`src/busSizerPkg.sv`:
```
// Shared size codes, acknowledge codes and data types for the bus sizing bridge, imported by all RTL
`default_nettype none

package busSizerPkg;

    ////////////////////
    // Bus codes
    ////////////////////

    typedef logic [1:0] sizeCode_t;         // CPU SIZ encoding
    typedef logic [1:0] ackCode_t;          // Target DSACK encoding

    localparam sizeCode_t sizLword = 2'b00;
    localparam sizeCode_t sizByte  = 2'b01;
    localparam sizeCode_t sizWord  = 2'b10;
    localparam sizeCode_t sizLine  = 2'b11; // Four long words

    localparam ackCode_t ackLong = 2'b00;   // 32 bit port terminated
    localparam ackCode_t ackWord = 2'b01;   // 16 bit port terminated
    localparam ackCode_t ackWait = 2'b11;   // Idle, no termination yet

    ////////////////////
    // Data widths
    ////////////////////

    typedef logic [31:0] longWord_t;
    typedef logic [15:0] halfWord_t;
    typedef logic [1:0]  beatCount_t;       // Long word index inside a line

    // Sequencer states
    typedef enum logic [1:0] {
        seqIdle,        // Waiting for a pending CPU cycle
        seqWaitTerm,    // First or only half outstanding
        seqLowerHalf,   // Second half on a word port
        seqNextBeat     // Between long words of a line
    } seqState_t;

endpackage

`default_nettype wire

```
`src/sizerIf.sv`:
```
// Per-half-word event bundle from the transfer sequencer to the data path and acknowledge logic
`timescale 1ns/1ns
`default_nettype none

interface sizerIf;
    import busSizerPkg::*;

    logic       halfStrobe;     // One pulse per accepted termination
    logic       upperHalf;      // First half of a long word, word port
    logic       wordPort;       // Termination came from a 16 bit port
    logic       longDone;       // Long word complete
    beatCount_t lineBeat;       // Beat index of that long word
    logic       curWrite;       // Direction of the running transfer

    modport seq (output halfStrobe, upperHalf, wordPort, longDone, lineBeat, curWrite);

    modport sink (input halfStrobe, upperHalf, wordPort, longDone, lineBeat, curWrite);

endinterface

`default_nettype wire

```
`src/cycleLatch.sv`:
```
// Holds the attributes of one pending CPU cycle until the transfer sequencer takes it
`timescale 1ns/1ns
`default_nettype none

module cycleLatch
    import busSizerPkg::*;
(
    input  wire        BCLK,
    input  wire        nRESET,
    input  wire        nTsCpu,
    input  wire        rnw,
    input  sizeCode_t  siz,
    input  wire  [1:0] addr,
    input  wire        cycleTaken,
    output logic       cycleValid,
    output logic       cycleWrite,
    output sizeCode_t  cycleSize,
    output logic [1:0] cycleAddr
);

    ////////////////////
    // Pending cycle
    ////////////////////

    // A new start wins over a take in the same cycle, so a start
    // arriving while the old transfer drains is never dropped
    always_ff @(posedge BCLK or negedge nRESET) begin
        if (!nRESET) begin
            cycleValid <= 1'b0;
            cycleWrite <= 1'b0;
            cycleSize  <= sizLword;
            cycleAddr  <= 2'b00;
        end else begin
            if (!nTsCpu) begin
                cycleValid <= 1'b1;                 // Start sampled
                cycleWrite <= !rnw;
                cycleSize  <= siz;
                cycleAddr  <= addr;
            end else if (cycleTaken) begin
                cycleValid <= 1'b0;                 // Sequencer has it now
            end
        end
    end

endmodule

`default_nettype wire

```
`src/transferSequencer.sv`:
```
// FSM that issues target cycles for each CPU cycle and reacts to the port-width acknowledge
`timescale 1ns/1ns
`default_nettype none

module transferSequencer
    import busSizerPkg::*;
(
    input  wire        BCLK,
    input  wire        nRESET,
    input  wire        cycleValid,
    input  wire        cycleWrite,
    input  sizeCode_t  cycleSize,
    input  wire  [1:0] cycleAddr,
    output logic       cycleTaken,
    input  wire        fifoEmpty,
    input  longWord_t  fifoHead,
    output logic       pop,
    input  ackCode_t   dsack,
    output logic       nTsPort,
    output logic       portRnw,
    output logic [1:0] portAddr,
    output longWord_t  portDataOut,
    sizerIf.seq        evt
);

    seqState_t  state;
    sizeCode_t  curSize;
    beatCount_t beat;
    logic       longXfer;       // lword or line, may need two halves
    logic       lastBeat;
    logic       canTake;

    assign longXfer = (curSize == sizLword) || (curSize == sizLine);
    assign lastBeat = (curSize != sizLine) || (beat == 2'd3);

    // The halfStrobe cycle is also the pop cycle, fifoEmpty is stale there
    assign canTake = cycleValid && !evt.halfStrobe
                     && (cycleWrite ? !fifoEmpty : fifoEmpty);   // Reads wait for writes
    assign cycleTaken = (state == seqIdle) && canTake;

    assign pop = evt.halfStrobe && evt.longDone && evt.curWrite;

    // Lower half goes out on the upper lanes of a word port
    assign portDataOut = (state == seqLowerHalf) ? {fifoHead[15:0], fifoHead[15:0]} : fifoHead;

    ////////////////////
    // Sequencer
    ////////////////////

    always_ff @(posedge BCLK or negedge nRESET) begin
        if (!nRESET) begin
            state          <= seqIdle;
            curSize        <= sizLword;
            beat           <= 2'd0;
            nTsPort        <= 1'b1;
            portRnw        <= 1'b1;
            portAddr       <= 2'b00;
            evt.halfStrobe <= 1'b0;
            evt.upperHalf  <= 1'b0;
            evt.wordPort   <= 1'b0;
            evt.longDone   <= 1'b0;
            evt.lineBeat   <= 2'd0;
            evt.curWrite   <= 1'b0;
        end else begin
            nTsPort        <= 1'b1;     // Start strobe lasts one cycle
            evt.halfStrobe <= 1'b0;
            evt.upperHalf  <= 1'b0;
            evt.longDone   <= 1'b0;
            case (state)
                seqIdle: begin
                    if (canTake) begin
                        curSize      <= cycleSize;
                        evt.curWrite <= cycleWrite;
                        beat         <= 2'd0;
                        nTsPort      <= 1'b0;
                        portRnw      <= !cycleWrite;
                        // Long transfers start at the upper word
                        portAddr     <= (cycleSize == sizLword || cycleSize == sizLine)
                                        ? 2'b00 : cycleAddr;
                        state        <= seqWaitTerm;
                    end
                end
                seqWaitTerm: begin
                    if (dsack != ackWait) begin
                        evt.halfStrobe <= 1'b1;
                        evt.wordPort   <= (dsack == ackWord);
                        evt.lineBeat   <= beat;
                        if (dsack == ackWord) begin
                            evt.upperHalf <= 1'b1;
                        end
                        if (dsack == ackWord && longXfer) begin
                            nTsPort  <= 1'b0;            // Second half cycle
                            portAddr <= 2'b10;
                            state    <= seqLowerHalf;
                        end else begin
                            evt.longDone <= 1'b1;
                            if (lastBeat) begin
                                portRnw <= 1'b1;
                                state   <= seqIdle;
                            end else begin
                                beat  <= beat + 2'd1;
                                state <= seqNextBeat;
                            end
                        end
                    end
                end
                seqLowerHalf: begin
                    if (dsack != ackWait) begin
                        evt.halfStrobe <= 1'b1;
                        evt.wordPort   <= 1'b1;
                        evt.longDone   <= 1'b1;
                        evt.lineBeat   <= beat;
                        if (lastBeat) begin
                            portRnw <= 1'b1;
                            state   <= seqIdle;
                        end else begin
                            beat  <= beat + 2'd1;
                            state <= seqNextBeat;
                        end
                    end
                end
                seqNextBeat: begin
                    // Writes need the next long word in the FIFO
                    if (!evt.halfStrobe && (!evt.curWrite || !fifoEmpty)) begin
                        nTsPort  <= 1'b0;
                        portAddr <= 2'b00;
                        state    <= seqWaitTerm;
                    end
                end
                default: state <= seqIdle;
            endcase
        end
    end

endmodule

`default_nettype wire

```
`src/dataFifo.sv`:
```
// Posted write FIFO of long words and the read register that joins port halves into a long word
`timescale 1ns/1ns
`default_nettype none

module dataFifo
    import busSizerPkg::*;
#(
    parameter int fifoDepth = 8
) (
    input  wire       BCLK,
    input  wire       nRESET,
    input  longWord_t cpuDataIn,
    input  wire       writeBeat,
    input  wire       pop,
    input  longWord_t portDataIn,
    output logic      fifoFull,
    output logic      fifoEmpty,
    output longWord_t fifoHead,
    output longWord_t cpuDataOut,
    sizerIf.sink      evt
);

    localparam int ptrWidth = $clog2(fifoDepth);

    longWord_t             mem [fifoDepth];
    logic [ptrWidth-1:0]   wrPtr;
    logic [ptrWidth-1:0]   rdPtr;
    logic [ptrWidth:0]     count;
    longWord_t             portLatch;  // Target data at the termination edge

    assign fifoFull  = (count == fifoDepth);
    assign fifoEmpty = (count == '0);
    assign fifoHead  = mem[rdPtr];

    ////////////////////
    // Write FIFO
    ////////////////////

    always_ff @(posedge BCLK) begin
        if (writeBeat) begin
            mem[wrPtr] <= cpuDataIn;    // Whole long word per beat
        end
    end

    always_ff @(posedge BCLK or negedge nRESET) begin
        if (!nRESET) begin
            wrPtr <= '0;
            rdPtr <= '0;
            count <= '0;
        end else begin
            if (writeBeat) begin
                wrPtr <= wrPtr + 1'b1;  // Depth is a power of two, pointers wrap
            end
            if (pop) begin
                rdPtr <= rdPtr + 1'b1;
            end
            case ({writeBeat, pop})
                2'b10:   count <= count + 1'b1;
                2'b01:   count <= count - 1'b1;
                default: count <= count;
            endcase
        end
    end

    ////////////////////
    // Read assembly
    ////////////////////

    // Events come a cycle after the termination, so keep that cycle's data
    always_ff @(posedge BCLK) begin
        portLatch <= portDataIn;
        if (evt.halfStrobe && !evt.curWrite) begin
            if (!evt.wordPort) begin
                cpuDataOut <= portLatch;                                 // Long port
            end else if (evt.upperHalf && evt.longDone) begin
                cpuDataOut <= {portLatch[31:16], portLatch[31:16]};      // Byte or word
            end else if (evt.upperHalf) begin
                cpuDataOut[31:16] <= portLatch[31:16];
            end else begin
                cpuDataOut[15:0] <= portLatch[31:16];                    // Lower half
            end
        end
    end

endmodule

`default_nettype wire

```
`src/ackGenerator.sv`:
```
// Drives the CPU transfer acknowledge for read long words and for accepted write beats
`timescale 1ns/1ns
`default_nettype none

module ackGenerator
    import busSizerPkg::*;
#(
    parameter int fifoDepth = 8
) (
    input  wire       BCLK,
    input  wire       nRESET,
    input  wire       nTsCpu,
    input  wire       rnw,
    input  sizeCode_t siz,
    input  wire       fifoFull,
    sizerIf.sink      evt,
    output logic      writeBeat,
    output logic      nTa
);

    logic [2:0]                  beatsLeft;  // Write beats still to accept
    logic [2:0]                  beatsNow;
    logic [$clog2(fifoDepth):0]  used;       // FIFO fill incl. the beat in flight
    logic                        popSeen;
    logic                        room;
    logic                        issueWrite;
    logic                        readAck;
    beatCount_t                  readIdx;

    assign popSeen  = evt.halfStrobe && evt.longDone && evt.curWrite;
    assign beatsNow = (!nTsCpu && !rnw) ? ((siz == sizLine) ? 3'd4 : 3'd1) : beatsLeft;
    assign room     = !fifoFull && ((used + writeBeat) < fifoDepth);
    assign issueWrite = (beatsNow != 3'd0) && room;
    // Read long words come back in line order
    assign readAck  = evt.halfStrobe && evt.longDone && !evt.curWrite
                      && (evt.lineBeat == readIdx);

    always_ff @(posedge BCLK or negedge nRESET) begin
        if (!nRESET) begin
            beatsLeft <= 3'd0;
            used      <= '0;
            readIdx   <= 2'd0;
            writeBeat <= 1'b0;
            nTa       <= 1'b1;
        end else begin
            writeBeat <= issueWrite;
            nTa       <= !(issueWrite || readAck);      // One low cycle per long word
            beatsLeft <= issueWrite ? beatsNow - 3'd1 : beatsNow;
            case ({writeBeat, popSeen})
                2'b10:   used <= used + 1'b1;
                2'b01:   used <= used - 1'b1;
                default: used <= used;
            endcase
            if (!nTsCpu) begin
                readIdx <= 2'd0;                // New cycle restarts the index
            end else if (readAck) begin
                readIdx <= readIdx + 2'd1;
            end
        end
    end

endmodule

`default_nettype wire

```
`src/busSizerTop.sv`:
```
// Top level of the dynamic bus sizing bridge, CPU local bus on one side, sized target bus on the other
`timescale 1ns/1ns
`default_nettype none

module busSizerTop
    import busSizerPkg::*;
#(
    parameter int fifoDepth = 8
) (
    input  wire        BCLK,
    input  wire        nRESET,
    // CPU side
    input  wire        nTsCpu,
    input  wire        rnw,
    input  sizeCode_t  siz,
    input  wire  [1:0] addr,
    input  longWord_t  cpuDataIn,
    output longWord_t  cpuDataOut,
    output logic       nTa,
    // Target side
    output logic       nTsPort,
    output logic       portRnw,
    output logic [1:0] portAddr,
    output longWord_t  portDataOut,
    input  longWord_t  portDataIn,
    input  ackCode_t   dsack
);

    logic       cycleValid;
    logic       cycleWrite;
    sizeCode_t  cycleSize;
    logic [1:0] cycleAddr;
    logic       cycleTaken;
    logic       fifoFull;
    logic       fifoEmpty;
    longWord_t  fifoHead;
    logic       pop;
    logic       writeBeat;

    sizerIf sizerBus ();

    cycleLatch u_cycleLatch (
        .BCLK(BCLK), .nRESET(nRESET), .nTsCpu(nTsCpu), .rnw(rnw), .siz(siz), .addr(addr),
        .cycleTaken(cycleTaken), .cycleValid(cycleValid), .cycleWrite(cycleWrite),
        .cycleSize(cycleSize), .cycleAddr(cycleAddr)
    );

    transferSequencer u_transferSequencer (
        .BCLK(BCLK), .nRESET(nRESET), .cycleValid(cycleValid), .cycleWrite(cycleWrite),
        .cycleSize(cycleSize), .cycleAddr(cycleAddr), .cycleTaken(cycleTaken),
        .fifoEmpty(fifoEmpty), .fifoHead(fifoHead), .pop(pop), .dsack(dsack),
        .nTsPort(nTsPort), .portRnw(portRnw), .portAddr(portAddr),
        .portDataOut(portDataOut), .evt(sizerBus.seq)
    );

    dataFifo #(.fifoDepth(fifoDepth)) u_dataFifo (
        .BCLK(BCLK), .nRESET(nRESET), .cpuDataIn(cpuDataIn), .writeBeat(writeBeat),
        .pop(pop), .portDataIn(portDataIn), .fifoFull(fifoFull), .fifoEmpty(fifoEmpty),
        .fifoHead(fifoHead), .cpuDataOut(cpuDataOut), .evt(sizerBus.sink)
    );

    ackGenerator #(.fifoDepth(fifoDepth)) u_ackGenerator (
        .BCLK(BCLK), .nRESET(nRESET), .nTsCpu(nTsCpu), .rnw(rnw), .siz(siz),
        .fifoFull(fifoFull), .evt(sizerBus.sink), .writeBeat(writeBeat), .nTa(nTa)
    );

endmodule

`default_nettype wire

```
`config.mk`:
```
export PLATFORM = sky130hd
export DESIGN_NAME = busSizerTop
export DESIGN_NICKNAME = d
export VERILOG_FILES = /design/src/busSizerPkg.sv /design/src/sizerIf.sv /design/src/cycleLatch.sv /design/src/transferSequencer.sv /design/src/dataFifo.sv /design/src/ackGenerator.sv /design/src/busSizerTop.sv
export SDC_FILE = /design/constraint.sdc
export NUM_CORES = 1
export LEC_CHECK = 0
export BUFFER_PORTS_ARGS = -buffer_cell sky130_fd_sc_hd__buf_2
export CAP_MARGIN = 5
export CORE_ASPECT_RATIO = 0.75
export CORE_MARGIN = 2
export CORE_UTILIZATION = 41
export CTS_CLUSTER_SIZE = 14
export DETAILED_ROUTE_END_ITERATION = 8
export GPL_TIMING_DRIVEN = 0
export PLACE_DENSITY_LB_ADDON = 0.15
export SLEW_MARGIN = 30
export SYNTH_ARGS = -nofsm -noshare
export SYNTH_HDL_FRONTEND = slang
export SYNTH_SLANG_ARGS = --single-unit
```
`constraint.sdc`:
```
create_clock -name BCLK -period 6 [get_ports BCLK]
set_input_delay 0 -clock BCLK [delete_from_list [all_inputs] [get_ports BCLK]]
set_output_delay 0 -clock BCLK [all_outputs]
set_load 0.02 [all_outputs]
```
==> metrics <==
Setup crit start=u_dataFifo.rdPtr[1]; Setup crit start kind=flip-flop; status=complete, no violations; cts bufs inserted=37; Placeable Area=between 30000 and 40000 um^2; reg2reg end=u_dataFifo.count[2]; Post-route DRC=0; vias per std cell=approximately 5.0; Die X-Extent=217 um; # Post-CTS Setup Buffers=0; port bufs=roughly 140; Area Growth Syn to Fin=26.8%; reg2reg setup slack=3.61 ns; worst setup margin=3.10 ns; 1st-iter DRT viols=536; r2r worst-path depth=10; clk slew on worst S/H paths=roughly 0.060 ns; Post-DP HPWL=approximately 21000 um; footprint of the multi-input gates=3390 um^2; syn nets=just under 800; pre-CTS setup slack=3.59 ns; class of the tightest hold or removal check=in2async; initial core utilization=0.415; CP endpoint=portDataOut[22]; routed wire length=30600 um; worst-path maximum fanout=10; synthesis-stage register bit count=roughly 360; initial antenna violation count=0; crit path max-delay cell type=buf_1; cell count after synthesis=701; setup TNS=0 ns; cell family with most CP delay=buffers and inverters; count of final setup violators=0; Root Buffer=clkbuf_16; Unique masters post-synth=55; Initial DRT Pass Iterations=4; RSZ-0062 raised after global routing=no; largest net degree at the start of global routing=45; total number of vias=7283; first-pass GRT wire length=roughly 47000 um; synthesis warning total=0; Data arrival, critical path=2.90 ns; Synth async-reset ratio=0.121; post-DR wirelength/cell=21.0 um; Post-synth EDFFs=~290; Clock H-tree levels=2; Worst VDD drop=310 uV; sequential-to-total area share from yosys stat=0.748; gr ovfl total=0; CP cell instances=buf_2, buf_1, mux4_2, mux2i_1, o21ai_1, buf_2; gpl congestion=~0.75; pwr dens=484 nW/um^2; Final Hold Viols=0; prevailing post-synth register cell=edfxtp_1; Die Ht=~160 um; Ports=about 140; Clk Latency, worst-skew pair=between 0.5 and 0.6 ns; nets=1069; antenna-violating nets left=0; layout cell share with drive strength beyond 1=0.357; clock buffer depth=3; Slew headroom=0.377; Clock Skews=roughly 0.024 ns; Crit. End Element=output pin; CP dominant cell by count=buf_2; number of global-route vias before repair=between 7000 and 8000; FF/Latch Area=around 10000 um^2; Overall Global Routing Usage=0.177; Mapped Avg Cell Area=around 20 um^2; Buf/Inv on CP=3; critical path class=reg2out; Worst EP required=6.00 ns; Post-Synthesis Cell Area=around 14000 um^2; CTS tree=done; Max Freq=about 0.35 GHz; standard-cell rows=58; Critical Path Max Stage Delay=0.67 ns; fin crit share=0.483; max-cap violations=0; Fill cells=2701; Leak=about 6.3 nW; Reg-to-Reg Start=u_transferSequencer.evt.halfStrobe; CP Depth=6; die footprint=approximately 35000 um^2; Tmin final=~2.9 ns; Sink Count=around 360; slew at the pin with the worst max-slew slack=a little over 0.9 ns; fin. max-slew vios=0
[placed cells by master (no fill, tap or decap), types with 8 or more instances in the layout]
cell,n
dfxtp_1,32
clkbuf_1,20
inv_1,13
mux2i_1,22
dfrtp_1,41
o21ai_0,8
buf_16,10
buf_2,149
ha_1,14
mux2_2,42
nand2_1,25
clkbuf_16,38
xnor2_1,9
mux4_2,64
buf_4,13
o21ai_1,18
xor2_1,10
edfxtp_1,288
dlygate4sd3_1,74
[synth_stat cells, types with 11 or more instances]
cell type / count / share of area
mux2_2: 42 / 0.034
inv_1: 13 / 0.0035
ha_1: 14 / 0.013
mux4_2: 64 / 0.10
dfrtp_1: 41 / 0.074
nor2_1: 11 / 0.0030
edfxtp_1: 288 / 0.62
dfxtp_1: 32 / 0.046
mux2i_1: 22 / 0.016
nand2_1: 25 / 0.0068
clkbuf_1: 16 / 0.0043
o21ai_1: 18 / 0.0065
[stage by stage]
| step | hold slack [ns] | power, mW | instances | instance area [um^2] | utilization |
|---|---|---|---|---|---|
| 2_1_floorplan | -0.296 | 5.26 | 701 | 13900 | - |
| 3_3_place_gp | 0.102 | 6.11 | 1293 | 15200 | 0.453 |
| 3_5_place_dp | 0.0537 | 6.29 | 1318 | 15700 | 0.468 |
| 4_1_cts | 0.0381 | 8.63 | 1457 | 17600 | 0.526 |
| 5_1_grt | 0.0886 | 8.95 | 1457 | 17600 | 0.526 |
| 6_report | 0.0401 | 8.52 | 1458 | 17600 | 0.527 |
[per-layer routing]
| metal | vias to the layer above | wire length [um] | track usage |
|---|---|---|---|
| li1 | 3344 | - | - |
| met1 | 3743 | 14600 | 0.267 |
| met2 | 160 | 14200 | 0.268 |
| met3 | 36 | 1420 | 0.0298 |
| met4 | 0 | 479 | 0.0451 |
| met5 | - | 0 | 0 |
[state kept, by name (all words and copies together) (netlist names), 3 cells and up]
| signal | count |
|---|---|
| u_ackGenerator.beatsLeft | 3 |
| u_ackGenerator.used | 4 |
| u_dataFifo.count | 4 |
| u_dataFifo.cpuDataOut | 32 |
| u_dataFifo.mem | 256 |
| u_dataFifo.portLatch | 32 |
| u_dataFifo.rdPtr | 3 |
| u_dataFifo.wrPtr | 3 |
[where the power goes]
part           total, mW  switching [mW]  internal (mW)  leakage [nW]
clock               2.28           0.936           1.35         0.593
sequential          3.45           0.187           3.27          3.42
combinational       2.78            1.59           1.19          2.28
total               8.52            2.71           5.80          6.30
[worst min path at each step]
stage               depth (start not counted)  slack (ns)                     endpoint          start
finish                                      2        0.04    u_ackGenerator.readIdx[0]         nRESET
global route                                2        0.09          u_dataFifo.rdPtr[2]         nRESET
CTS                                         2        0.04    u_ackGenerator.readIdx[0]         nRESET
detailed placement                          1        0.05  u_ackGenerator.beatsLeft[1]         nRESET
global placement                            1        0.10      u_dataFifo.portLatch[9]  portDataIn[9]
floorplan                                   0       -0.30  u_ackGenerator.beatsLeft[0]         nRESET
[cells by family after synthesis]
kind of cell / synth area share
AO/OA/AOI/OAI: 0.0280
XOR/XNOR: 0.0120
adder cells (fa/ha/maj): 0.0126
buffers and inverters: 0.0137
flip-flops: 0.748
multiplexers: 0.158
AND/OR/NAND/NOR: 0.0279
[worst register-to-register path, stage by stage (launching register included)]
cell and delay (ns):
dfrtp_1 0.42, and3_1 0.17, clkbuf_1 0.27, ha_1 0.20
clkbuf_1 0.35, xor2_1 0.13, ha_1 0.19, a21oi_1 0.15
xor2_1 0.15, nor2_1 0.06, xor2_1 0.16
[cell type report]
class / instances / share of cell area
diodes: 1 / 0.000142
plain buffers: 31 / 0.00803
clock buffers: 47 / 0.0587
clock inverters: 18 / 0.00966
inverters: 13 / 0.00277
multi-input cells: 293 / 0.192
flip-flops and latches: 364 / 0.590
well taps: 450 / 0.0320
repair buffers: 241 / 0.106
[timing repair]
action | CTS | global route
hold buffers | 74 | 0
resized for setup | 0 | 0
endpoints found under the hold margin | 347 | 0
Power figures use the tool's default switching activity.
